`src/common/soc_pkg.sv`:
```
package soc_pkg;

	typedef logic [31:0] data_t;

	localparam int RAM_ADDR_W = 10; // Word index width of the data RAM.
	localparam int NUM_CH = 3;

	// Region codes live in address bits 31 to 28.
	localparam logic [3:0] REGION_RAM = 4'h0;
	localparam logic [3:0] REGION_DISP = 4'hE;
	localparam logic [3:0] REGION_IO = 4'hF;

	// Status word field positions.
	localparam int STAT_ZERO_LSB = 29;
	localparam int STAT_BTN_LSB = 16;
	localparam int STAT_SW_LSB = 0;

	typedef struct packed {
		logic [3:0] region;
		logic [15:0] unused;
		logic [RAM_ADDR_W-1:0] word_idx;
		logic [1:0] byte_off;
	} ram_addr_t;

	typedef struct packed {
		logic [3:0] region;
		logic [24:0] unused;
		logic reg_sel; // Address bit 2.
		logic [1:0] byte_off;
	} io_addr_t;

	typedef union packed {
		ram_addr_t ram;
		io_addr_t io;
	} bus_addr_u;

	typedef struct packed {
		logic [21:0] rsvd;
		logic [7:0] led;
		logic [1:0] ch_sel; // Counter channel select.
	} gpio_reg_t;

endpackage

```
`src/common/periph_if.sv`:
```
`timescale 1ns/1ps
interface periph_if;

	logic gpio_we;
	logic counter_we;
	logic disp_we;
	soc_pkg::data_t wdata;

	modport ctrl (
		output gpio_we,
		output counter_we,
		output disp_we,
		output wdata
	);

	modport gpio (input gpio_we, input wdata);

	modport counter (input counter_we, input wdata);

	modport disp (input disp_we, input wdata); // Display register sits in disp_mux.

endinterface

```
`src/mio_bus/mio_bus_ctrl.sv`:
```
`timescale 1ns/1ps
module mio_bus_ctrl (
	input  logic clk,
	input  logic rst,
	input  logic req_valid,
	output logic req_ready,
	input  logic req_we,
	input  soc_pkg::data_t req_addr,
	input  soc_pkg::data_t req_wdata,
	output logic resp_valid,
	input  logic resp_ready,
	output soc_pkg::data_t resp_rdata,
	periph_if.ctrl bus,
	output logic [soc_pkg::RAM_ADDR_W-1:0] ram_addr,
	output logic ram_we,
	output soc_pkg::data_t ram_wdata,
	input  soc_pkg::data_t ram_rdata,
	input  soc_pkg::data_t status_word,
	input  soc_pkg::data_t count_sel,
	input  soc_pkg::data_t disp_reg,
	output soc_pkg::data_t last_addr
);

	typedef enum logic [1:0] {IDLE, ACCESS, RESPOND} state_t;

	state_t state;
	soc_pkg::bus_addr_u addr_q;
	soc_pkg::data_t wdata_q;
	logic we_q;
	logic sel_ram;
	logic sel_disp;
	logic sel_gpio;
	logic sel_cnt;
	soc_pkg::data_t rd_mux;

	// Address decode of the registered request.
	always_comb begin
		sel_ram = addr_q.ram.region == soc_pkg::REGION_RAM;
		sel_disp = addr_q.io.region == soc_pkg::REGION_DISP;
		sel_gpio = (addr_q.io.region == soc_pkg::REGION_IO) && !addr_q.io.reg_sel;
		sel_cnt = (addr_q.io.region == soc_pkg::REGION_IO) && addr_q.io.reg_sel;
	end

	always_comb begin
		rd_mux = '0; // Unmapped regions read zero.
		if (sel_ram)
			rd_mux = ram_rdata;
		else if (sel_disp)
			rd_mux = disp_reg;
		else if (sel_gpio)
			rd_mux = status_word;
		else if (sel_cnt)
			rd_mux = count_sel;
	end

	always_ff @(posedge clk) begin
		if (req_valid && req_ready) begin
			addr_q <= req_addr;
			wdata_q <= req_wdata;
			we_q <= req_we;
		end
		if (state == RESPOND && !resp_valid)
			resp_rdata <= we_q ? '0 : rd_mux; // RAM data is valid one cycle after decode.
	end

	always_ff @(posedge clk) begin
		if (rst) begin
			state <= IDLE;
			resp_valid <= 1'b0;
			ram_we <= 1'b0;
			bus.gpio_we <= 1'b0;
			bus.counter_we <= 1'b0;
			bus.disp_we <= 1'b0;
		end else begin
			ram_we <= 1'b0;
			bus.gpio_we <= 1'b0;
			bus.counter_we <= 1'b0;
			bus.disp_we <= 1'b0;
			case (state)
				IDLE: begin
					if (req_valid)
						state <= ACCESS;
				end
				ACCESS: begin
					// Strobes go out for exactly one cycle.
					ram_we <= we_q && sel_ram;
					bus.gpio_we <= we_q && sel_gpio;
					bus.counter_we <= we_q && sel_cnt;
					bus.disp_we <= we_q && sel_disp;
					state <= RESPOND;
				end
				RESPOND: begin
					if (!resp_valid) begin
						resp_valid <= 1'b1;
					end else if (resp_ready) begin
						resp_valid <= 1'b0;
						state <= IDLE;
					end
				end
				default: state <= IDLE;
			endcase
		end
	end

	assign req_ready = (state == IDLE);
	assign ram_addr = addr_q.ram.word_idx;
	assign ram_wdata = wdata_q;
	assign bus.wdata = wdata_q;
	assign last_addr = addr_q;

endmodule

```
`src/flat_wrapper.sv`:
```
// flat-port wrapper written by rule: the top's interface ports become plain ports
module mio_bus_ctrl_flat 
  (clk, rst, req_valid, req_ready, req_we, req_addr, req_wdata, resp_valid, resp_ready, resp_rdata, ram_addr, ram_we, ram_wdata, ram_rdata, status_word, count_sel, disp_reg, last_addr, bus_gpio_we, bus_counter_we, bus_disp_we, bus_wdata);
  periph_if bus_i ();
  input  logic clk;
  input  logic rst;
  input  logic req_valid;
  output logic req_ready;
  input  logic req_we;
  input  soc_pkg::data_t req_addr;
  input  soc_pkg::data_t req_wdata;
  output logic resp_valid;
  input  logic resp_ready;
  output soc_pkg::data_t resp_rdata;
  output logic [soc_pkg::RAM_ADDR_W-1:0] ram_addr;
  output logic ram_we;
  output soc_pkg::data_t ram_wdata;
  input  soc_pkg::data_t ram_rdata;
  input  soc_pkg::data_t status_word;
  input  soc_pkg::data_t count_sel;
  input  soc_pkg::data_t disp_reg;
  output soc_pkg::data_t last_addr;
  output wire logic [$bits(bus_i.gpio_we)-1:0] bus_gpio_we;
  output wire logic [$bits(bus_i.counter_we)-1:0] bus_counter_we;
  output wire logic [$bits(bus_i.disp_we)-1:0] bus_disp_we;
  output wire logic [$bits(bus_i.wdata)-1:0] bus_wdata;
  assign bus_gpio_we = bus_i.gpio_we;
  assign bus_counter_we = bus_i.counter_we;
  assign bus_disp_we = bus_i.disp_we;
  assign bus_wdata = bus_i.wdata;
  mio_bus_ctrl u_core (.clk(clk), .rst(rst), .req_valid(req_valid), .req_ready(req_ready), .req_we(req_we), .req_addr(req_addr), .req_wdata(req_wdata), .resp_valid(resp_valid), .resp_ready(resp_ready), .resp_rdata(resp_rdata), .bus(bus_i), .ram_addr(ram_addr), .ram_we(ram_we), .ram_wdata(ram_wdata), .ram_rdata(ram_rdata), .status_word(status_word), .count_sel(count_sel), .disp_reg(disp_reg), .last_addr(last_addr));
endmodule
```
`config.mk`:
```
export PLATFORM = sky130hd
export DESIGN_NAME = mio_bus_ctrl_flat
export DESIGN_NICKNAME = d
export VERILOG_FILES = /design/src/common/soc_pkg.sv /design/src/common/periph_if.sv /design/src/mio_bus/mio_bus_ctrl.sv /design/src/flat_wrapper.sv
export SDC_FILE = /design/constraint.sdc
export NUM_CORES = 1
export LEC_CHECK = 0
export ABC_AREA = 1
export ABC_CLOCK_PERIOD_IN_PS = 12300
export BUFFER_PORTS_ARGS = -buffer_cell sky130_fd_sc_hd__buf_4
export CORE_AREA = 4 4 130 132
export DETAILED_ROUTE_END_ITERATION = 7
export DIE_AREA = 0 0 134 136
export MAX_ROUTING_LAYER = met4
export PLACE_DENSITY = 0.64
export SLEW_MARGIN = 25
export SYNTH_ARGS = -nofsm -noshare
export SYNTH_HDL_FRONTEND = slang
export SYNTH_SLANG_ARGS = --single-unit
```
`constraint.sdc`:
```
create_clock -name clk -period 12.3 [get_ports clk]
set_input_delay 0.615 -clock clk [delete_from_list [all_inputs] [get_ports clk]]
set_output_delay 0.615 -clock clk [all_outputs]
set_load 0.005 [all_outputs]
```
Word-level counts from Yosys, hierarchy flattened:

Index checks and enable logic that the tools add are counted.

* muxes and demuxes: 10
* eq/ne operators: 7
* bitwise gates (word level): 1
* reductions and logical operators: 14

Operators by type and width (count)
* $mux W32: 4
* $eq A4 B4 Y1 const B: 2
* $logic_and A1 B1 Y1: 8
* $mux W2: 3
* $pmux W2 S3: 1
* $logic_not A4 Y1: 1
* $ne A2 B2 Y1 const B: 2
* $reduce_and A3 Y1: 1
* $eq A2 B1 Y1 const B: 1
* $eq A2 B2 Y1 const B: 1
* $logic_not A1 Y1: 2
* $logic_not A2 Y1: 1
* $mux W1: 2
* $ne A2 B1 Y1 const B: 1
* $reduce_or A2 Y1: 1
* $not A1 Y1: 1

* input bits: 197
* bits in registers: 104

Depth between registers and ports, before layout:

Gate-level depths: netlist of the first run.

* depth in word-level cells: 6
* gate-level depth with buffers: 8

Worst setup path before layout of the first run:

OpenSTA, ideal clock, no wires.

* path type: input to register
* from: input port req_valid
* to: register u_core.wdata_q[0] (netlist: u_core.bus.wdata[0]), enable pin
* required time: 11731 ps
* cell stages on the path: 2
* path slack: 6671 ps
* data arrival time: 5061 ps
* cell sequence: inv_1 nor3_1

* longest elaborated chain between the ends: 1

Ends and longest elaborated chain
* from (decl): line flat_wrapper.sv:7 `input logic req_valid;`
* $logic_and A1 B1 Y1: line mio_bus_ctrl.sv:57 `if (req_valid && req_ready) begin`
* to (signal assigned): line mio_bus_ctrl.sv:59 `wdata_q <= req_wdata;`
* to (decl): line mio_bus_ctrl.sv:28 `soc_pkg::data_t wdata_q;`

Every way passes these cells.
A chain may end at the register's enable or synchronous reset.

Worst setup path after layout of the first run:

* from: register u_core.addr_q, in the netlist u_core.last_addr[28]
* to: register u_core.resp_rdata[11], data pin

* longest elaborated chain between the ends: 6
* elaborated cells between the ends (all ways): 9
* classes of those cells: eq/ne (2); mux (4); reduce/logical (3)

Ends and longest elaborated chain
* from (decl): line mio_bus_ctrl.sv:27 `soc_pkg::bus_addr_u addr_q;`
* from (signal assigned): line mio_bus_ctrl.sv:58 `addr_q <= req_addr;`
* $eq A4 B4 Y1: line mio_bus_ctrl.sv:40, mio_bus_ctrl.sv:41
* $logic_and A1 B1 Y1: line mio_bus_ctrl.sv:41 `sel_cnt = (addr_q.io.region == soc_pkg::REGION_IO) && addr_q.io.reg_sel;`
* $mux W32: line mio_bus_ctrl.sv:52 `else if (sel_cnt)`
* $mux W32: line mio_bus_ctrl.sv:50 `else if (sel_gpio)`
* $mux W32: line mio_bus_ctrl.sv:48 `else if (sel_disp)`
* $mux W32 (*): line mio_bus_ctrl.sv:46 `if (sel_ram)`
* to (signal assigned): line mio_bus_ctrl.sv:63 `resp_rdata <= we_q ? '0 : rd_mux;`
* to (decl): line mio_bus_ctrl.sv:12 `output soc_pkg::data_t resp_rdata,`

Every way passes the cells marked *; elsewhere a longest branch is shown, timed or not.

==> flow_metrics.tcl, run 1 <==
set metrics [dict create \
    die_area_um2 18200 \
    hold_violations 0 \
    fin_nets 947 \
    fin_crit_ns 1.99 \
    regToRegEndpoint "u_core.resp_rdata[11]" \
    combPwrFrac_pct 20.3 \
    ant_nets 0 \
    place_area_um2 7200 \
    num_vias 4415 \
    ioPinCount 341 \
    crit_path_frequent_cell "nor2_1" \
    synth_fp_nets 661 \
    core_um2 15700 \
    crit_buf_inv 1 \
    worstSetupEndpoint "u_core.resp_rdata[11]" \
    avgSynthCellArea_um2 10.3 \
    clkPwrFrac_pct 30.5 \
    crit_chain "nor2_2, buf_4, nand3_1, nand2_1, nor2_1, nor2_1" \
    cp_top_family "simple AND/OR/NAND/NOR gates" \
    p_per_area_nw_per_um2 119 \
    die_x_um 134 \
    synth_top_area_share_pct 60.8 \
    postSynth.asyncResetShare_pct 0 \
    intPower_uw 663 \
    p_seq_share_pct 49.3 \
    ctsResizeCount 0 \
    clockRootBuffer "clkbuf_16" \
    grt_max_degree 67 \
    ys_warn_count 0 \
    ys.flop_type "edfxtp_1" \
    drive_above_1_share_pct 48.6 \
    p_total_uw 891 \
    ys_top_cells_by_area "edfxtp_1, nand3_1, buf_4" \
    routedWlPerCell_um 17.2 \
    worstReg2RegStart "u_core.last_addr[28]" \
    ys_ff_latch 104 \
    leakage_uw 0.00350 \
    place_congestion 0.798 \
    rows 46 \
    hp-class "input pin to register" \
    antenna_found_initial 0 \
    grt.overflow.total 0 \
    viasPerCell 4.55 \
    clk_latency_ns 0.35 \
    hold_buffers 0 \
    cts.path.max_buffers 2 \
    rsz0062_at_grt "no" \
    slew_viol_final 0 \
    finalClockSkew_ns 0.00673 \
    hold_start "req_wdata[8]" \
    cp_slowest_cell "nor2_2" \
    fp.dieH_um 136 \
    drc 0 \
    swShare_pct 25.5 \
    crit_arrival_ns 2.20 \
    synth-edff-count 97 \
    tns_ns 0 \
    r2r_slack_ns 10.31 \
    setup_viol_count_final 0 \
    relSlewSlack_pct 33.1 \
    diodes 0 \
    grtUsageTotal_pct 17.9 \
    critPathLaunch "u_core.last_addr[28]" \
    grt_pass1_wl_um 24000 \
    dp_hpwl_um 12700 \
    numCtsBuffers 9 \
    cap_violations 0 \
    max_freq_ghz 0.502 \
    slowest_delay_ns 0.58 \
    synth_top_cell_by_area "edfxtp_1" \
    start_util_pct 30.5 \
    cts_sinks 104 \
    post_cts_buffers 0 \
    fillers 1500 \
    first_pass_iters 5 \
    worst-r2r-cell-count 6 \
    synth.distinct_cells 20 \
    cp.depth 6 \
    cp.required_ns 12.51 \
    clk_pin_slew_ns 0.07 \
    areaGrowthSynthToFinish_pct 56.5 \
    p_sw_uw 227 \
    crit_fanout 21 \
    crit_type "register to register" \
    port_buffers 340 \
    end_kind "register" \
    cts-htree-levels 3 \
    final_cell_area_um2 7500 \
    routed_wl_um 16700 \
    status "complete, no violations" \
    period_share_pct 16.2 \
    cts_tree "built" \
    max_slew.worst_pin.slew_ns 1.00 \
    grt_pass1_vias 4368 \
    yosysSeqAreaShare_pct 63.7 \
    syn_inst 464 \
    syn_area_um2 4790 \
    drt_iter0_markers 211 \
    worstSetupStartpointType "register" \
    peakVddDrop_mv 0.0614 \
]
[cell type report]
cell class	count	area (um2)	area share [%]
flip-flops and latches	104	3050	40.7
repair buffers	347	2630	35.0
well taps	216	270	3.60
multi-input cells	282	1250	16.7
clock inverters	5	41.3	0.551
clock buffers	11	233	3.10
inverters	6	22.5	0.300
[worst min-delay path by stage]
| stage | endpoint | slack [ns] | depth (start not counted) |
|---|---|---|---|
| final | u_core.bus.wdata[8] | 0.44 | 1 |
| after global routing | u_core.bus.wdata[6] | 0.41 | 1 |
| after CTS | u_core.bus.wdata[22] | 0.42 | 1 |
| after detailed placement | u_core.state[0] | 0.48 | 1 |
| after global placement | u_core.state[0] | 0.48 | 1 |
| after floorplan | u_core.state[0] | 0.44 | 1 |
[cell usage in the layout, fill, tap and decap left out, drive strengths merged]
cell type	instances
a21oi	1
buf	347
clkbuf	11
clkinv	3
dfxtp	7
edfxtp	97
inv	8
nand2	73
nand3	96
nor2	76
nor3	2
nor4	1
o21ai	32
o21bai	1
[logic make-up after synthesis]
logic type	Yosys count	share of synthesized area, %
AOI/OAI and AO/OA	34	3.60
DFF	104	63.7
and+or+nand+nor	248	22.1
buffers and inverters	78	10.5
[power groups by stage]
stage               logic [uW]  registers (uW)  clock network (uW)
floorplan                 65.7             452                   0
global placement           179             447                   0
detailed placement         181             448                   0
CTS                        181             440                 281
global route               196             443                 294
finish                     180             439                 271
[per-layer routing]
metal | part of all wire (%) | up-vias | track usage (%)
met1 | 36 | 2008 | 19.1
met5 | 0 | - | -
met4 | 2.3 | 0 | 7.37
li1 | - | 2129 | -
met3 | 9.0 | 21 | 4.52
met2 | 53 | 257 | 32.0
[synthesized netlist by cell type (2+ instances only)]
cell and number:
inv_1 5, nand3_1 96, edfxtp_1 97, clkbuf_1 7
nand2_1 73, nor2_2 2, buf_4 43, dfxtp_1 7
nor2_1 74, buf_6 4, o21ai_0 30, nor3_1 2
buf_2 16, o21ai_1 2
[state kept, by name, indices dropped and copies added, names as in the netlist]
register and cells:
u_core.bus.disp_we 1, u_core.state 2, u_core.bus.gpio_we 1, u_core.we_q 1, u_core.resp_rdata 32, u_core.bus.counter_we 1, u_core.bus.wdata 32, u_core.ram_we 1
u_core.resp_valid 1, u_core.last_addr 32
[metrics by stage]
step	instances	setup slack (ns)	hold WS, ns	util, %
global route	971	10.11	0.412	47.7
floorplan	464	6.67	0.441	-
finish	971	10.31	0.437	47.7
CTS	970	10.28	0.420	47.5
detailed placement	954	10.31	0.483	45.8
global placement	954	10.22	0.477	45.8
Note: power is estimated with default switching activity, not from simulation.
==> run 2: changes to the inputs <==
--- a/config.mk
+++ b/config.mk
@@ -6,13 +6,14 @@
 export NUM_CORES = 1
 export LEC_CHECK = 0
 export ABC_AREA = 1
-export ABC_CLOCK_PERIOD_IN_PS = 12300
+export ABC_CLOCK_PERIOD_IN_PS = 1830
 export BUFFER_PORTS_ARGS = -buffer_cell sky130_fd_sc_hd__buf_4
-export CORE_AREA = 4 4 130 132
+export CORE_ASPECT_RATIO = 0.5
+export CORE_MARGIN = 4
+export CORE_UTILIZATION = 37
 export DETAILED_ROUTE_END_ITERATION = 7
-export DIE_AREA = 0 0 134 136
 export MAX_ROUTING_LAYER = met4
-export PLACE_DENSITY = 0.64
+export PLACE_DENSITY = 0.78
 export SLEW_MARGIN = 25
 export SYNTH_ARGS = -nofsm -noshare
 export SYNTH_HDL_FRONTEND = slang
==> constraint.sdc (replaced) <==
create_clock -name clk -period 1.83 [get_ports clk]
set_input_delay 0.0915 -clock clk [delete_from_list [all_inputs] [get_ports clk]]
set_output_delay 0.0915 -clock clk [all_outputs]
set_load 0.005 [all_outputs]
==> flow_metrics.tcl, run 2 (synthesis results as in run 1) <==
set metrics [dict create \
    crit_type "register to register" \
    grtUsageTotal_pct 22.1 \
    antenna_found_initial 1 \
    worst-r2r-cell-count 6 \
    crit_fanout 33 \
    cts-htree-levels 3 \
    cts.path.max_buffers 2 \
    cp_slowest_cell "edfxtp_1" \
    hold_violations 0 \
    p_sw_uw 1620 \
    clk_pin_slew_ns 0.07 \
    intPower_uw 4580 \
    clk_latency_ns 0.34 \
    peakVddDrop_mv 0.423 \
    crit_arrival_ns 1.68 \
    fin_nets 1019 \
    p_total_uw 6210 \
    rows 29 \
    slowest_delay_ns 0.42 \
    cp.required_ns 1.93 \
    fin_crit_ns 1.58 \
    clkPwrFrac_pct 30.3 \
    ioPinCount 341 \
    hp-class "input pin to register" \
    areaGrowthSynthToFinish_pct 70.9 \
    rsz0062_at_grt "no" \
    drc 0 \
    r2r_slack_ns 0.25 \
    drive_above_1_share_pct 45.5 \
    fp.dieH_um 88.5 \
    leakage_uw 0.00381 \
    combPwrFrac_pct 22.0 \
    core_um2 12700 \
    cts_sinks 104 \
    final_cell_mix "buf_4, edfxtp_1, nand3_1" \
    max_freq_ghz 0.633 \
    worstSetupEndpoint "u_core.resp_rdata[4]" \
    numCtsBuffers 9 \
    cp_top_family "simple AND/OR/NAND/NOR gates" \
    grt_pass1_vias 4628 \
    worstSetupStartpointType "register" \
    critPathLaunch "u_core.last_addr[31]" \
    setup_viol_count_final 0 \
    viasPerCell 4.79 \
    grt_pass1_wl_um 24700 \
    drt_iter0_markers 319 \
    routed_wl_um 17300 \
    final_common_cell "buf_4" \
    status "complete, no violations" \
    max_slew.worst_pin.slew_ns 0.665 \
    first_pass_iters 5 \
    regToRegEndpoint "u_core.resp_rdata[4]" \
    swShare_pct 26.2 \
    hold_slack_ns 0.0677 \
    cts_tree "built" \
    num_vias 4776 \
    slew_viol_final 0 \
    ctsResizeCount 0 \
    die_x_um 169 \
    clockRootBuffer "clkbuf_16" \
    die_area_um2 14900 \
    place_congestion 0.919 \
    relSlewSlack_pct 55.6 \
    finalClockSkew_ns 0.00682 \
    grt_max_degree 44 \
    period_share_pct 86.4 \
    crit_buf_inv 1 \
    grt.overflow.total 0 \
    dp_hpwl_um 12600 \
    start_util_pct 37.8 \
    p_per_area_nw_per_um2 758 \
    cap_violations 0 \
    end_kind "register" \
    worstReg2RegStart "u_core.last_addr[31]" \
    routedWlPerCell_um 17.3 \
    cp.depth 6 \
    crit_chain "nand2_1, inv_2, nand3_1, nand2_1, nor2_1, nor2_1" \
    p_seq_share_pct 47.7 \
    ant_nets 0 \
    port_buffers 340 \
]
[run 2: cell count changes in the layout (fill, tap and decap cells not counted), sizes merged]
cell / change
buf: +6
dlygate4sd3: +66
inv: +1
clkinvlp: +1
clkbuf: -2
diode: +1
[run 2: tightest hold or removal path: cells and delay by family]
kind / cells / cell delay [ns]
AND/OR/NAND/NOR: 1 / 0.07
buffers and inverters: 2 / 0.22
[run 2: how the worst min path moves through the flow]
stage	start	end	slack, ns	cells after the start
6_report	req_valid	u_core.state[0]	0.07	3
3_3_place_gp	req_wdata[7]	u_core.bus.wdata[7]	0.27	1
3_5_place_dp	req_wdata[15]	u_core.bus.wdata[15]	0.27	1
2_1_floorplan	rst	u_core.state[0]	0.16	1
5_1_grt	req_valid	u_core.state[0]	0.05	3
4_1_cts	req_valid	u_core.state[0]	0.04	3
[run 2: per-layer routing]
metal / track usage, % / vias up / share of wire, %
li1: - / 2274 / -
met1: 24.9 / 2246 / 37
met2: 41.1 / 223 / 54
met5: - / - / 0
met4: 5.45 / 0 / 2.2
met3: 4.51 / 33 / 6.8
[run 2: metrics by stage]
| step | utilization (%) | setup WS, ns | instance area (um2) | instances | setup TNS, ns |
|---|---|---|---|---|---|
| 3_3_place_gp | 57.1 | 0.352 | 7240 | 915 | 0 |
| 2_1_floorplan | - | -0.513 | 4810 | 464 | -33.33 |
| 4_1_cts | 64.7 | 0.255 | 8190 | 997 | 0 |
| 5_1_grt | 64.7 | 0.0700 | 8190 | 998 | 0 |
| 6_report | 64.7 | 0.250 | 8190 | 998 | 0 |
| 3_5_place_dp | 57.1 | 0.272 | 7240 | 915 | 0 |
[run 2: area by class of cell]
| type | count | area (um2) |
|---|---|---|
| antenna | 1 | 2.50 |
| tap | 170 | 213 |
| timing repair buffer | 419 | 3350 |
| fill | 1012 | 4470 |
| clock buffer | 9 | 225 |
| inverter | 6 | 22.5 |
| multi-input combinational | 282 | 1260 |
| clock inverter | 7 | 66.3 |
| sequential | 104 | 3050 |
[run 2: repair_timing]
item / 4_1_cts / 5_1_grt
endpoints found under the setup margin: 0 / 0
hold buffers: 66 / 0
setup buffers: 0 / 0
hold endpoints to repair: 68 / 0
[run 2: power by group through the flow]
stage,Sequential [uW],Combinational [uW],Clock (uW)
floorplan,3020,446,0
global placement,3000,1210,0
detailed placement,3010,1240,0
CTS,2960,1360,1930
global route,2980,1460,2020
finish,2960,1360,1880
