File: config.mk
export PLATFORM = sky130hd
export DESIGN_NAME = seg7_scan
export DESIGN_NICKNAME = d
export VERILOG_FILES = /design/src/common/soc_pkg.sv /design/src/hdl/seg7_scan.sv
export SDC_FILE = /design/constraint.sdc
export NUM_CORES = 1
export LEC_CHECK = 0
export BUFFER_PORTS_ARGS = -buffer_cell sky130_fd_sc_hd__buf_2
export CAP_MARGIN = 20
export CORE_UTILIZATION = 54
export DETAILED_ROUTE_END_ITERATION = 8
export PLACE_DENSITY_LB_ADDON = 0.08
export SETUP_SLACK_MARGIN = 0.5
export SLEW_MARGIN = 20
export SYNTH_ARGS = -nofsm -noshare
export SYNTH_HDL_FRONTEND = slang
export SYNTH_SLANG_ARGS = --single-unit
File: constraint.sdc
create_clock -name clk -period 6.4 [get_ports clk]
set_input_delay 1.6 -clock clk [delete_from_list [all_inputs] [get_ports clk]]
set_output_delay 1.6 -clock clk [all_outputs]
set_load 0.02 [all_outputs]
File: src/common/soc_pkg.sv
package soc_pkg;

	typedef logic [31:0] data_t;

	localparam int RAM_ADDR_W = 10; // Word index width of the data RAM.
	localparam int NUM_CH = 3;

	// Region codes live in address bits 31 to 28.
	localparam logic [3:0] REGION_RAM = 4'h0;
	localparam logic [3:0] REGION_DISP = 4'hE;
	localparam logic [3:0] REGION_IO = 4'hF;

	// Status word field positions.
	localparam int STAT_ZERO_LSB = 29;
	localparam int STAT_BTN_LSB = 16;
	localparam int STAT_SW_LSB = 0;

	typedef struct packed {
		logic [3:0] region;
		logic [15:0] unused;
		logic [RAM_ADDR_W-1:0] word_idx;
		logic [1:0] byte_off;
	} ram_addr_t;

	typedef struct packed {
		logic [3:0] region;
		logic [24:0] unused;
		logic reg_sel; // Address bit 2.
		logic [1:0] byte_off;
	} io_addr_t;

	typedef union packed {
		ram_addr_t ram;
		io_addr_t io;
	} bus_addr_u;

	typedef struct packed {
		logic [21:0] rsvd;
		logic [7:0] led;
		logic [1:0] ch_sel; // Counter channel select.
	} gpio_reg_t;

endpackage

File: src/hdl/seg7_scan.sv
`timescale 1ns/1ps
module seg7_scan #(
	parameter int SCAN_SHIFT = 17
) (
	input  logic clk,
	input  logic rst,
	input  soc_pkg::data_t disp_data,
	output logic [7:0] segment,
	output logic [7:0] an
);

	logic [SCAN_SHIFT+2:0] scan_cnt;
	logic [2:0] digit;
	logic [3:0] nibble;
	logic [6:0] seg_n;

	always_ff @(posedge clk) begin
		if (rst)
			scan_cnt <= '0;
		else
			scan_cnt <= scan_cnt + 1'b1;
	end

	assign digit = scan_cnt[SCAN_SHIFT+2:SCAN_SHIFT]; // Top three bits pick the digit.
	assign nibble = disp_data[digit*4 +: 4];
	assign an = ~(8'b0000_0001 << digit);

	// Segments g to a, active low.
	always_comb begin
		case (nibble)
			4'h0: seg_n = 7'h40;
			4'h1: seg_n = 7'h79;
			4'h2: seg_n = 7'h24;
			4'h3: seg_n = 7'h30;
			4'h4: seg_n = 7'h19;
			4'h5: seg_n = 7'h12;
			4'h6: seg_n = 7'h02;
			4'h7: seg_n = 7'h78;
			4'h8: seg_n = 7'h00;
			4'h9: seg_n = 7'h10;
			4'hA: seg_n = 7'h08;
			4'hB: seg_n = 7'h03;
			4'hC: seg_n = 7'h46;
			4'hD: seg_n = 7'h21;
			4'hE: seg_n = 7'h06;
			default: seg_n = 7'h0E;
		endcase
	end

	assign segment = {1'b1, seg_n}; // Decimal point stays dark.

endmodule

Yosys cells after proc, flatten, opt, wreduce, memory -nomap -nowiden
Memory sizes are Yosys's and may differ from the RTL's.
Cells that the tools add are included.
Widths: inputs -> output; s select.
{"block": "word_totals", "reg_bits": 20, "wordCells": 6, "memories": 1, "in_bits": 34, "romBits": 112}
{"block": "classes", "n_shift": 2, "n_bitwise": 1, "n_addsub": 1}
{"memory": "(no name shown)", "depth": 16, "word_bits": 7, "rd": 1, "rd_clocked_by_memory_dff": 0, "wr": 0, "line": "seg7_scan.sv:30", "text": "case (nibble)"}
{"operator": "$shiftx 32x6->4", "n": 1}
{"operator": "$add 20x1->20 const B", "n": 1}
{"operator": "$not 8->8", "n": 1}
{"operator": "$shl 1x3->8 const A", "n": 1}

Logic depth before layout (Yosys ltp)
Gate-level depths: netlist of the first run.
{"block": "depth", "depth_word": 2, "depth_mapped": 12, "mapped_depth_nobuf": 10}

Worst setup path after synthesis of the first run
OpenSTA, ideal clock, no wires.
{"block": "synth_path", "path_type": "input -> output", "startpoint": "in disp_data[29]", "endpoint": "out segment[2]", "slack_ns": 1.680, "n_path_buf": 0, "arrival_ns": 3.120, "cell_stages": 7, "cell_sequence": "mux2i_1 > nand2_1 > o31ai_1 > a221oi_2 > inv_1 > ha_1 > o31ai_1"}
{"block": "synth_via", "elab_chain_len": 2}
{"item": "start, declared", "line": "seg7_scan.sv:7", "text": "input soc_pkg::data_t disp_data,"}
{"item": "$shiftx 32x6->4", "line": "seg7_scan.sv:25", "text": "assign nibble = disp_data[digit*4 +: 4];"}
{"item": "$mem_v2 16x7"}
{"item": "end, declared", "line": "seg7_scan.sv:8", "text": "output logic [7:0] segment,"}
No other way between the ends.

Worst setup path after layout of the first run
{"block": "layout_path", "startpoint": "in disp_data[29]", "endpoint": "out segment[5]"}
Same word-level chain as after synthesis.

==> results of run 1 <==
power groups by stage:
stage	logic, mW	clock network, mW	registers [mW]
2_1_floorplan	0.0298	0	0.130
3_3_place_gp	0.0436	0	0.130
3_5_place_dp	0.0453	0	0.130
4_1_cts	0.0455	0.0738	0.127
5_1_grt	0.0502	0.0820	0.128
6_report	0.0455	0.0727	0.127
path summary, 6_finish.rpt:
path                                     end  slack, ns  cells past startpoint
worst max-delay path              segment[5]       1.35                     12
worst min-delay path             scan_cnt[0]       0.48                      1
worst max register to register  scan_cnt[19]       4.64                      4
worst min register to register   scan_cnt[0]       0.48                      1
worst reg2reg max path, stage by stage (launching register included):
cell	delay (ns)
sky130_fd_sc_hd__dfxtp_1	0.92
sky130_fd_sc_hd__inv_2	0.17
sky130_fd_sc_hd__nor4_1	0.37
sky130_fd_sc_hd__xnor2_1	0.16
sky130_fd_sc_hd__nor2_1	0.05
synth_stat cells, types with 2 or more instances:
master	instances	share of area, %
sky130_fd_sc_hd__mux4_1	2	3.6
sky130_fd_sc_hd__buf_4	5	2.6
sky130_fd_sc_hd__o21ai_1	5	1.7
sky130_fd_sc_hd__nand2_1	18	4.7
sky130_fd_sc_hd__inv_1	6	1.6
sky130_fd_sc_hd__or3_1	3	1.3
sky130_fd_sc_hd__xnor2_1	9	5.4
sky130_fd_sc_hd__o22ai_1	2	0.86
sky130_fd_sc_hd__mux2i_1	12	8.3
sky130_fd_sc_hd__nand4_1	4	1.7
sky130_fd_sc_hd__and4_1	3	1.8
sky130_fd_sc_hd__clkbuf_1	2	0.52
sky130_fd_sc_hd__ha_1	7	6.0
sky130_fd_sc_hd__a221oi_2	3	3.1
sky130_fd_sc_hd__xor2_1	7	4.2
sky130_fd_sc_hd__nor3_1	5	1.7
sky130_fd_sc_hd__nor2b_1	3	1.3
sky130_fd_sc_hd__o31ai_1	2	1.0
sky130_fd_sc_hd__a21oi_1	7	2.4
sky130_fd_sc_hd__nand3_1	7	2.4
sky130_fd_sc_hd__nor2_1	21	5.4
sky130_fd_sc_hd__dfxtp_1	20	28
stage by stage:
step           hold WS, ns  instance area [µm²]  utilization, %
3_3_place_gp        0.4406                 1664           66.57
6_report            0.4803                 1700           68.02
2_1_floorplan       0.4262                 1448               -
4_1_cts             0.4891                 1700           68.02
5_1_grt             0.5240                 1700           68.02
3_5_place_dp        0.4623                 1664           66.57
cells by family (layout without fill, tap and decap cells):
family                   Yosys count  count (layout)  synth area share, %
adder cells (fa/ha/maj)            7               7                6.050
flip-flops                        20              20                27.66
AO/OA/AOI/OAI                     24              24                11.93
AND/OR/NAND/NOR                   71              71                24.12
other                              1               1               0.2590
XOR/XNOR                          16              16                9.681
multiplexers                      16              16                14.26
buffers and inverters             16              59                6.050
area by class of cell:
cell class / count / area share, %
inverter: 7 / 1.545
clock buffer: 4 / 2.134
multi-input combinational: 135 / 56.44
timing repair buffer: 48 / 14.13
sequential: 20 / 23.55
tap: 30 / 2.208
layer usage:
layer / up-vias / GRT usage [%] / wire (µm)
met2: 32 / 40.53 / 1444
met4: 0 / 4.825 / 29
li1: 685 / - / -
met5: - / 0 / 0
met3: 6 / 6.780 / 130
met1: 618 / 25.47 / 1355
==> metrics.txt, run 1 <==
# TYPE chip_impl_metric gauge
chip_impl_info{name="holdCritStartpoint",value="scan_cnt[0]"} 1
chip_impl_metric{name="finalCritPeriodShare",unit="%"} 78.98
chip_impl_metric{name="worstPathRequired",unit="ns"} 4.80
chip_impl_metric{name="count_of_port_buffers_added_during_placement",unit=""} 48
chip_impl_metric{name="grt_pass1_wl",unit="µm"} 4747
chip_impl_info{name="worstSetupStartpointType",value="input pin"} 1
chip_impl_metric{name="area.sequential",unit="µm²"} 400.4
chip_impl_metric{name="postCtsResizedCells",unit=""} 0
chip_impl_metric{name="internal_portion_of_total_power",unit="µW"} 181.5
chip_impl_metric{name="io-pin-count",unit=""} 50
chip_impl_metric{name="clockPowerShare",unit="%"} 29.6
chip_impl_info{name="timing.critical_path.slowest_stage_cell",value="sky130_fd_sc_hd__a221oi_2"} 1
chip_impl_metric{name="drc",unit=""} 0
chip_impl_metric{name="dp_slack",unit="ns"} 1.352
chip_impl_metric{name="netlist-cell-type-count",unit=""} 40
chip_impl_metric{name="design.core.area",unit="µm²"} 2500
chip_impl_metric{name="placed_cells_incl_taps",unit=""} 240
chip_impl_info{name="startpoint",value="disp_data[29]"} 1
chip_impl_metric{name="grt_pass1_vias",unit=""} 1205
chip_impl_metric{name="area_growth",unit="%"} 17.46
chip_impl_metric{name="sequentialPowerShare",unit="%"} 51.9
chip_impl_metric{name="wirelength",unit="µm"} 2960
chip_impl_info{name="critical_path.top_delay_family",value="compound AO/OA/AOI/OAI gates"} 1
chip_impl_metric{name="mappedNetlistArea",unit="µm²"} 1448
chip_impl_metric{name="grt_overflow_total",unit=""} 0
chip_impl_metric{name="power_switching",unit="µW"} 64.12
chip_impl_metric{name="worst_setup_hold_path_clk_slew",unit="ns"} 0.11
chip_impl_info{name="critical_path.cell_chain",value="buf_2 > mux2i_1 > nand2_1 > o31ai_1 > a221oi_2 > inv_1 > ha_1 > inv_1 > nor2_1 > a21oi_1 > o22ai_1 > buf_2"} 1
chip_impl_metric{name="synth_warnings",unit=""} 0
chip_impl_metric{name="worst-path-max-fanout",unit=""} 6
chip_impl_metric{name="arrival",unit="ns"} 3.45
chip_impl_metric{name="slew_violations",unit=""} 0
chip_impl_info{name="tritoncts",value="done"} 1
chip_impl_metric{name="gpl.final_weighted_congestion",unit=""} 0.7379
chip_impl_info{name="synth_flop_cell",value="sky130_fd_sc_hd__dfxtp_1"} 1
chip_impl_metric{name="cts_post_setup_buffers_inserted",unit=""} 0
chip_impl_metric{name="initialDrtViolationCount",unit=""} 18
chip_impl_info{name="worst_hold_path_type",value="flip-flop to flip-flop"} 1
chip_impl_info{name="ctsRootBufferMaster",value="sky130_fd_sc_hd__clkbuf_4"} 1
chip_impl_metric{name="max_stage_delay",unit="ns"} 0.48
chip_impl_info{name="outcome",value="finished clean"} 1
chip_impl_metric{name="synthesized_instance_count",unit=""} 171
chip_impl_metric{name="maxSlewHeadroom",unit="%"} 36.70
chip_impl_metric{name="worst_ir_drop_vdd",unit="mV"} 0.1965
chip_impl_info{name="grt_setup_unrepaired",value="false"} 1
chip_impl_metric{name="synth-seq-area-share",unit="%"} 27.66
chip_impl_info{name="final_common_cell",value="sky130_fd_sc_hd__buf_2"} 1
chip_impl_info{name="most_used_cells_in_the_layout_excluding_fill_and_tap_cells",value="48 x sky130_fd_sc_hd__buf_2, 21 x sky130_fd_sc_hd__nor2_1, 20 x sky130_fd_sc_hd__dfxtp_1"} 1
chip_impl_metric{name="htreeDepth",unit=""} 1
chip_impl_metric{name="clock_insertion_delay_worst_skew",unit="ns"} 0.30
chip_impl_metric{name="hold_vio_cnt_final",unit=""} 0
chip_impl_metric{name="wl_per_cell",unit="µm"} 12.13
chip_impl_metric{name="synth_edf_count",unit=""} 0
chip_impl_metric{name="rows",unit=""} 18
chip_impl_metric{name="multi_input_comb_area",unit="µm²"} 959.7
chip_impl_metric{name="synthesis.area_per_instance",unit="µm²"} 8.466
chip_impl_metric{name="finalClockSkew",unit="ns"} 0.003683
chip_impl_metric{name="final_period_minus_worst_setup_slack",unit="ns"} 5.055
chip_impl_metric{name="postSynthNetCount",unit=""} 212
chip_impl_metric{name="final_critical_path_setup_slack",unit="ns"} 1.345
chip_impl_metric{name="timing.final.setup_violations",unit=""} 0
chip_impl_info{name="critical_path.reg2reg.startpoint",value="scan_cnt[18]"} 1
chip_impl_metric{name="synth.ff_latch_count",unit=""} 20
chip_impl_metric{name="antenna_found_initial",unit=""} 0
chip_impl_metric{name="finalNetCount",unit=""} 256
chip_impl_metric{name="detail_route.vias_per_cell",unit=""} 5.496
chip_impl_metric{name="leak_pwr",unit="nW"} 0.6853
chip_impl_metric{name="floorplan.die.height",unit="µm"} 53.78
chip_impl_metric{name="diodes",unit=""} 0
chip_impl_metric{name="asyncSetResetFlopFracSynth",unit="%"} 0
chip_impl_metric{name="worst_slew_pin_slew",unit="ns"} 0.9431
chip_impl_metric{name="detailed_place_hpwl",unit="µm"} 2293
chip_impl_metric{name="share_comb_of_total_power",unit="%"} 18.5
chip_impl_metric{name="finalSetupTns",unit="ns"} 0
chip_impl_metric{name="numCtsBuffers",unit=""} 3
chip_impl_metric{name="cp_num_buf_inv",unit=""} 4
chip_impl_info{name="largest-register",value="scan_cnt"} 1
chip_impl_info{name="criticalPathCategory",value="input pin to output port"} 1
chip_impl_metric{name="drtAntennaViolNets",unit=""} 0
chip_impl_metric{name="global_route_usage_over_all_layers",unit="%"} 22.39
chip_impl_metric{name="final.fill_count",unit=""} 227
chip_impl_metric{name="cts_sinks",unit=""} 20
chip_impl_info{name="top_regs",value="scan_cnt (20)"} 1
chip_impl_metric{name="initial_cell_density_of_the_core",unit="%"} 57.91
chip_impl_metric{name="power_density",unit="nW/µm²"} 144.4
chip_impl_metric{name="grt_max_degree",unit=""} 22
chip_impl_info{name="endpoint_kind",value="output port"} 1
chip_impl_metric{name="die_w",unit="µm"} 53.78
chip_impl_metric{name="largest_register_ffs",unit=""} 20
chip_impl_metric{name="totalPowerFinal",unit="µW"} 245.6
chip_impl_metric{name="final_cell_count_no_fill",unit=""} 244
chip_impl_metric{name="die-area",unit="µm²"} 2892
chip_impl_metric{name="drt_pre_antenna_iters",unit=""} 4
chip_impl_metric{name="cts_hold_buf",unit=""} 0
chip_impl_metric{name="routed-via-count",unit=""} 1341
chip_impl_metric{name="layout-drive-gt1-share",unit="%"} 27.57
chip_impl_metric{name="max_clock_freq",unit="MHz"} 197.8
chip_impl_metric{name="cap_violations",unit=""} 0
chip_impl_metric{name="switching_share",unit="%"} 26.11
chip_impl_metric{name="cts_buffer_depth",unit=""} 2
No activity file was read; power rests on OpenSTA's default activity.
==> run 2: changes to the inputs <==
CORE_UTILIZATION = 50   (was 54)
clock period = 5 ns   (was 6.4 ns; I/O delays follow)
==> metrics.txt, run 2 (same netlist as run 1, synthesis figures left out) <==
# TYPE chip_impl_metric gauge
chip_impl_metric{name="cap_violations",unit=""} 0
chip_impl_metric{name="finalClockSkew",unit="ns"} 0.005588
chip_impl_metric{name="final_cell_area",unit="µm²"} 1717
chip_impl_info{name="grt.busiest_layer",value="met2"} 1
chip_impl_metric{name="leak_pwr",unit="nW"} 0.6955
chip_impl_metric{name="final_cell_count_no_fill",unit=""} 247
chip_impl_metric{name="count_of_port_buffers_added_during_placement",unit=""} 48
chip_impl_metric{name="detail_route.vias_per_cell",unit=""} 5.486
chip_impl_metric{name="io-pin-count",unit=""} 50
chip_impl_metric{name="layout-drive-gt1-share",unit="%"} 28.24
chip_impl_metric{name="floorplan.die.height",unit="µm"} 55.81
chip_impl_metric{name="min_path_cells",unit=""} 1
chip_impl_metric{name="worst-path-max-fanout",unit=""} 6
chip_impl_metric{name="reg2reg_slack",unit="ns"} 3.34
chip_impl_info{name="worst_hold_path_type",value="flip-flop to flip-flop"} 1
chip_impl_info{name="tritoncts",value="done"} 1
chip_impl_metric{name="slew_violations",unit=""} 0
chip_impl_metric{name="global_route_usage_over_all_layers",unit="%"} 20.71
chip_impl_metric{name="clock_insertion_delay_worst_skew",unit="ns"} 0.30
chip_impl_metric{name="hold_vio_cnt_final",unit=""} 0
chip_impl_metric{name="die-area",unit="µm²"} 3114
chip_impl_metric{name="die_w",unit="µm"} 55.81
chip_impl_info{name="outcome",value="finished clean"} 1
chip_impl_metric{name="grt_use_met2",unit="%"} 39.41
chip_impl_metric{name="gpl.final_weighted_congestion",unit=""} 0.8456
chip_impl_info{name="final_common_cell",value="sky130_fd_sc_hd__buf_2"} 1
chip_impl_metric{name="rows",unit=""} 19
chip_impl_metric{name="max_stage_delay",unit="ns"} 0.48
chip_impl_metric{name="grt_pass1_vias",unit=""} 1278
chip_impl_metric{name="final.fill_count",unit=""} 250
chip_impl_info{name="largest-register",value="scan_cnt"} 1
chip_impl_metric{name="detailed_place_hpwl",unit="µm"} 2281
chip_impl_metric{name="design.core.area",unit="µm²"} 2758
chip_impl_info{name="most_used_cells_in_the_layout_excluding_fill_and_tap_cells",value="48 x sky130_fd_sc_hd__buf_2, 21 x sky130_fd_sc_hd__nor2_1, 20 x sky130_fd_sc_hd__dfxtp_1"} 1
chip_impl_metric{name="postCtsResizedCells",unit=""} 0
chip_impl_metric{name="largest_register_ffs",unit=""} 20
chip_impl_info{name="critPathMostFrequentCell",value="sky130_fd_sc_hd__buf_2"} 1
chip_impl_info{name="grt_setup_unrepaired",value="false"} 1
chip_impl_metric{name="post_route_core_utilization",unit="%"} 62.25
chip_impl_info{name="holdCritStartpoint",value="scan_cnt[0]"} 1
chip_impl_metric{name="detailed_place.area",unit="µm²"} 1680
chip_impl_metric{name="max_clock_freq",unit="MHz"} 232.9
chip_impl_metric{name="cts_post_setup_buffers_inserted",unit=""} 0
chip_impl_metric{name="power_density",unit="nW/µm²"} 184.4
chip_impl_metric{name="htreeDepth",unit=""} 1
chip_impl_metric{name="cts_buffer_depth",unit=""} 2
chip_impl_metric{name="routed-via-count",unit=""} 1355
chip_impl_info{name="criticalPathCategory",value="input pin to output port"} 1
chip_impl_metric{name="worst_ir_drop_vdd",unit="mV"} 0.1926
chip_impl_metric{name="placed_cells_incl_taps",unit=""} 243
chip_impl_metric{name="antenna_found_initial",unit=""} 0
chip_impl_info{name="ctsRootBufferMaster",value="sky130_fd_sc_hd__clkbuf_4"} 1
chip_impl_metric{name="diodes",unit=""} 0
chip_impl_metric{name="final_period_minus_worst_setup_slack",unit="ns"} 4.294
chip_impl_metric{name="numCtsBuffers",unit=""} 3
chip_impl_metric{name="grt_overflow_total",unit=""} 0
chip_impl_metric{name="dp_slack",unit="ns"} 0.6960
chip_impl_info{name="critical_path.cell_chain",value="buf_2 > mux2i_1 > nand2_1 > o31ai_1 > a221oi_2 > inv_1 > ha_1 > mux2_2 > a21o_1 > buf_2"} 1
chip_impl_metric{name="worst_setup_hold_path_clk_slew",unit="ns"} 0.11
chip_impl_metric{name="initialDrtViolationCount",unit=""} 29
chip_impl_metric{name="wl_per_cell",unit="µm"} 12.13
chip_impl_metric{name="grt_use_met1",unit="%"} 23.20
chip_impl_metric{name="drt_pre_antenna_iters",unit=""} 4
chip_impl_info{name="rr_endpoint",value="scan_cnt[19]"} 1
chip_impl_metric{name="drtAntennaViolNets",unit=""} 0
chip_impl_info{name="critical_path.reg2reg.startpoint",value="scan_cnt[2]"} 1
chip_impl_metric{name="finalCritPeriodShare",unit="%"} 85.88
chip_impl_metric{name="final_critical_path_setup_slack",unit="ns"} 0.7061
chip_impl_info{name="timing.critical_path.slowest_stage_cell",value="sky130_fd_sc_hd__a221oi_2"} 1
chip_impl_info{name="endpoint_kind",value="output port"} 1
chip_impl_metric{name="finalSetupTns",unit="ns"} 0
chip_impl_metric{name="grt_pass1_wl",unit="µm"} 5237
chip_impl_metric{name="worst-r2r-cell-count",unit=""} 5
chip_impl_info{name="worstSetupStartpointType",value="input pin"} 1
chip_impl_metric{name="area_growth",unit="%"} 18.58
chip_impl_metric{name="worstPathRequired",unit="ns"} 3.75
chip_impl_metric{name="initial_cell_density_of_the_core",unit="%"} 52.50
chip_impl_metric{name="grt_use_met3",unit="%"} 2.791
chip_impl_info{name="top_regs",value="scan_cnt (20)"} 1
chip_impl_metric{name="timing.final.setup_violations",unit=""} 0
chip_impl_metric{name="arrival",unit="ns"} 3.04
chip_impl_metric{name="cts_sinks",unit=""} 20
chip_impl_metric{name="wirelength",unit="µm"} 2996
chip_impl_metric{name="cts_hold_buf",unit=""} 0
chip_impl_info{name="worst_hold_path.endpoint",value="scan_cnt[0]"} 1
chip_impl_metric{name="finalNetCount",unit=""} 258
chip_impl_metric{name="drc",unit=""} 0
chip_impl_metric{name="grt_max_degree",unit=""} 21
run 2: cell types whose count changed in the layout (fill, tap and decap cells not counted):
cell / delta
sky130_fd_sc_hd__buf_4: +2
run 2: per-stage QoR:
step	power (mW)	hold slack, ns
floorplan	0.2045	0.4262
global placement	0.2234	0.4386
detailed placement	0.2259	0.4513
CTS	0.3194	0.4781
global route	0.3326	0.5083
finish	0.3166	0.4720
run 2: where the power goes:
part	switching (mW)	internal [mW]
registers	0.00186	0.161
clock network	0.0501	0.0444
logic	0.0318	0.0271
run 2: worst max-delay path by stage:
stage | endpoint | depth (start not counted) | from
floorplan | segment[2] | 7 | disp_data[29]
global placement | segment[3] | 10 | disp_data[29]
detailed placement | segment[3] | 10 | disp_data[29]
CTS | segment[3] | 10 | disp_data[29]
global route | segment[3] | 10 | disp_data[29]
finish | segment[3] | 10 | disp_data[29]
run 2: routing by layer:
metal | part of all wire (%) | up-vias | wire length (µm)
li1 | - | 690 | -
met1 | 44 | 617 | 1308
met2 | 50 | 46 | 1504
met3 | 5.5 | 2 | 166
met4 | 0.57 | 0 | 17
met5 | 0 | - | 0
run 2: cell type report:
| type | count | area [µm²] | area share, % |
|---|---|---|---|
| Inverter | 7 | 26.28 | 1.531 |
| Clock buffer | 4 | 36.28 | 2.114 |
| Tap cell | 31 | 38.79 | 2.259 |
| Sequential cell | 20 | 400.4 | 23.32 |
| Multi-Input combinational cell | 135 | 959.7 | 55.90 |
| Timing Repair Buffer | 50 | 255.2 | 14.87 |
run 2: worst max-delay path, delay by kind of cell:
family          cells  cell delay (ns)
compound gates      3             0.73
mux                 2             0.33
simple gates        1             0.08
buf+inv             3             0.40
fa+ha+maj           1             0.27
==> run 3: changes to the inputs <==
CAP_MARGIN = default   (was 20)
CTS_BUF_LIST = sky130_fd_sc_hd__clkbuf_16   (was default)
SETUP_SLACK_MARGIN = default   (was 0.5)
==> metrics.txt, run 3 (same netlist as run 1, synthesis figures left out) <==
# TYPE chip_impl_metric gauge
chip_impl_metric{name="global_route_usage_over_all_layers",unit="%"} 21.78
chip_impl_metric{name="area_growth",unit="%"} 21.52
chip_impl_metric{name="cap_violations",unit=""} 0
chip_impl_metric{name="count_of_port_buffers_added_during_placement",unit=""} 48
chip_impl_metric{name="worst_ir_drop_vdd",unit="mV"} 0.2333
chip_impl_metric{name="initial_cell_density_of_the_core",unit="%"} 52.50
chip_impl_metric{name="hold_vio_cnt_final",unit=""} 0
chip_impl_metric{name="worst-path-max-fanout",unit=""} 6
chip_impl_info{name="timing.critical_path.slowest_stage_cell",value="sky130_fd_sc_hd__a221oi_2"} 1
chip_impl_metric{name="die-area",unit="µm²"} 3114
chip_impl_metric{name="leak_pwr",unit="nW"} 0.7131
chip_impl_metric{name="final_cell_area",unit="µm²"} 1759
chip_impl_metric{name="rows",unit=""} 19
chip_impl_metric{name="detailed_place.area",unit="µm²"} 1680
chip_impl_metric{name="initialDrtViolationCount",unit=""} 54
chip_impl_info{name="criticalPathCategory",value="input pin to output port"} 1
chip_impl_metric{name="max_clock_freq",unit="MHz"} 232.8
chip_impl_info{name="ctsRootBufferMaster",value="sky130_fd_sc_hd__clkbuf_16"} 1
chip_impl_info{name="final_common_cell",value="sky130_fd_sc_hd__buf_2"} 1
chip_impl_metric{name="routed-via-count",unit=""} 1384
chip_impl_info{name="outcome",value="finished clean"} 1
chip_impl_metric{name="finalCritPeriodShare",unit="%"} 85.91
chip_impl_metric{name="multi_input_comb_area",unit="µm²"} 959.7
chip_impl_info{name="worst_hold_path_type",value="flip-flop to flip-flop"} 1
chip_impl_metric{name="worst_setup_hold_path_clk_slew",unit="ns"} 0.05
chip_impl_metric{name="antenna_found_initial",unit=""} 0
chip_impl_metric{name="post_route_core_utilization",unit="%"} 63.79
chip_impl_metric{name="cts_hold_buf",unit=""} 0
chip_impl_metric{name="cp_num_buf_inv",unit=""} 3
chip_impl_info{name="critPathMostFrequentCell",value="sky130_fd_sc_hd__buf_2"} 1
chip_impl_metric{name="drtAntennaViolNets",unit=""} 0
chip_impl_metric{name="switching_share",unit="%"} 23.59
chip_impl_metric{name="maxSlewHeadroom",unit="%"} 67.66
chip_impl_metric{name="max_stage_delay",unit="ns"} 0.48
chip_impl_metric{name="worst_slew_pin_slew",unit="ns"} 0.4750
chip_impl_metric{name="cts_buffer_depth",unit=""} 2
chip_impl_metric{name="power_density",unit="nW/µm²"} 219.6
chip_impl_metric{name="cp_num_cells",unit=""} 10
chip_impl_metric{name="final_period_minus_worst_setup_slack",unit="ns"} 4.296
chip_impl_metric{name="layout-drive-gt1-share",unit="%"} 27.78
chip_impl_metric{name="finalClockSkew",unit="ns"} 0.003110
chip_impl_metric{name="diodes",unit=""} 0
chip_impl_info{name="top_regs",value="scan_cnt (20)"} 1
chip_impl_info{name="grt_setup_unrepaired",value="false"} 1
chip_impl_metric{name="clock_insertion_delay_worst_skew",unit="ns"} 0.25
chip_impl_metric{name="slew_violations",unit=""} 0
chip_impl_metric{name="grt_overflow_total",unit=""} 0
chip_impl_metric{name="drc",unit=""} 0
chip_impl_info{name="critical_path.top_delay_family",value="compound AO/OA/AOI/OAI gates"} 1
chip_impl_metric{name="worstPathRequired",unit="ns"} 3.75
chip_impl_info{name="worstSetupStartpointType",value="input pin"} 1
chip_impl_metric{name="finalNetCount",unit=""} 258
chip_impl_metric{name="arrival",unit="ns"} 3.05
chip_impl_metric{name="worst-r2r-cell-count",unit=""} 5
chip_impl_metric{name="power_switching",unit="µW"} 91.13
chip_impl_metric{name="detailed_place_hpwl",unit="µm"} 2281
chip_impl_metric{name="internal_portion_of_total_power",unit="µW"} 295.1
chip_impl_metric{name="grt_pass1_vias",unit=""} 1288
chip_impl_metric{name="area.sequential",unit="µm²"} 400.4
chip_impl_metric{name="dp_slack",unit="ns"} 0.6960
chip_impl_info{name="most_used_cells_in_the_layout_excluding_fill_and_tap_cells",value="48 x sky130_fd_sc_hd__buf_2, 21 x sky130_fd_sc_hd__nor2_1, 20 x sky130_fd_sc_hd__dfxtp_1"} 1
chip_impl_metric{name="final_critical_path_setup_slack",unit="ns"} 0.7043
chip_impl_metric{name="postCtsResizedCells",unit=""} 0
chip_impl_metric{name="min_path_cells",unit=""} 1
chip_impl_metric{name="gpl.final_weighted_congestion",unit=""} 0.8456
chip_impl_metric{name="final.fill_count",unit=""} 242
chip_impl_metric{name="grt_pass1_wl",unit="µm"} 5395
chip_impl_metric{name="floorplan.die.height",unit="µm"} 55.81
chip_impl_metric{name="timing.final.setup_violations",unit=""} 0
chip_impl_metric{name="die_w",unit="µm"} 55.81
chip_impl_metric{name="wl_per_cell",unit="µm"} 12.56
chip_impl_metric{name="drt_pre_antenna_iters",unit=""} 4
chip_impl_info{name="critical_path.cell_chain",value="buf_2 > mux2i_1 > nand2_1 > o31ai_1 > a221oi_2 > inv_1 > ha_1 > mux2_2 > a21o_1 > buf_2"} 1
chip_impl_metric{name="detail_route.vias_per_cell",unit=""} 5.603
chip_impl_metric{name="finalSetupTns",unit="ns"} 0
chip_impl_metric{name="grt_max_degree",unit=""} 21
chip_impl_metric{name="largest_register_ffs",unit=""} 20
chip_impl_info{name="tritoncts",value="done"} 1
chip_impl_metric{name="htreeDepth",unit=""} 1
chip_impl_metric{name="cts_sinks",unit=""} 20
chip_impl_metric{name="cts_post_setup_buffers_inserted",unit=""} 0
chip_impl_metric{name="io-pin-count",unit=""} 50
chip_impl_metric{name="wirelength",unit="µm"} 3103
chip_impl_metric{name="share_comb_of_total_power",unit="%"} 15.3
chip_impl_info{name="endpoint_kind",value="output port"} 1
chip_impl_metric{name="design.core.area",unit="µm²"} 2758
chip_impl_metric{name="clockPowerShare",unit="%"} 42.4
chip_impl_metric{name="sequentialPowerShare",unit="%"} 42.3
chip_impl_metric{name="numCtsBuffers",unit=""} 3
chip_impl_info{name="largest-register",value="scan_cnt"} 1
==> run 3: cell count changes in the layout (fill, tap and decap cells not counted), sizes merged <==
cell    delta
clkbuf     -1
clkinv     +1
==> run 3: metal layers <==
layer	GRT usage (%)	wire (µm)	vias to the layer above
met1	23.31	1284	635
met5	0	0	-
met3	4.884	193	6
li1	-	-	692
met4	10.71	71	0
met2	39.93	1554	51
==> run 3: path summary, 6_finish.rpt <==
| kind | start | end | slack, ns |
|---|---|---|---|
| setup / recovery | disp_data[29] | segment[3] | 0.70 |
| hold / removal | scan_cnt[0] | scan_cnt[0] | 0.46 |
| setup reg to reg | scan_cnt[2] | scan_cnt[19] | 3.34 |
| hold reg to reg | scan_cnt[0] | scan_cnt[0] | 0.46 |
==> run 3: final cells by class <==
| cell class | count | area share [%] |
|---|---|---|
| clock buffer | 3 | 4.267 |
| clock inverter | 1 | 0.2134 |
| inverter | 7 | 1.494 |
| multi-input combinational | 135 | 54.55 |
| sequential | 20 | 22.76 |
| tap | 31 | 2.205 |
| timing repair buffer | 50 | 14.51 |
==> run 3: worst register-to-register path: stages (launching register included) <==
cell	delay, ns
sky130_fd_sc_hd__dfxtp_1	0.40
sky130_fd_sc_hd__and4_1	0.24
sky130_fd_sc_hd__nand4_1	0.35
sky130_fd_sc_hd__nor4_1	0.35
sky130_fd_sc_hd__xnor2_1	0.16
sky130_fd_sc_hd__nor2_1	0.05
==> run 3: power by group through the flow <==
stage               Combinational (mW)  Sequential, mW  Clock (mW)
floorplan                       0.0382           0.166           0
global placement                0.0567           0.167           0
detailed placement              0.0591           0.167           0
CTS                             0.0593           0.163       0.167
global route                    0.0652           0.164       0.174
finish                          0.0591           0.163       0.164
==> run 3: stage by stage <==
step	total power [mW]	cells	hold slack [ns]
global route	0.4030	247	0.4940
finish	0.3863	247	0.4592
detailed placement	0.2259	243	0.4513
CTS	0.3901	247	0.4639
floorplan	0.2045	171	0.4262
global placement	0.2234	243	0.4386
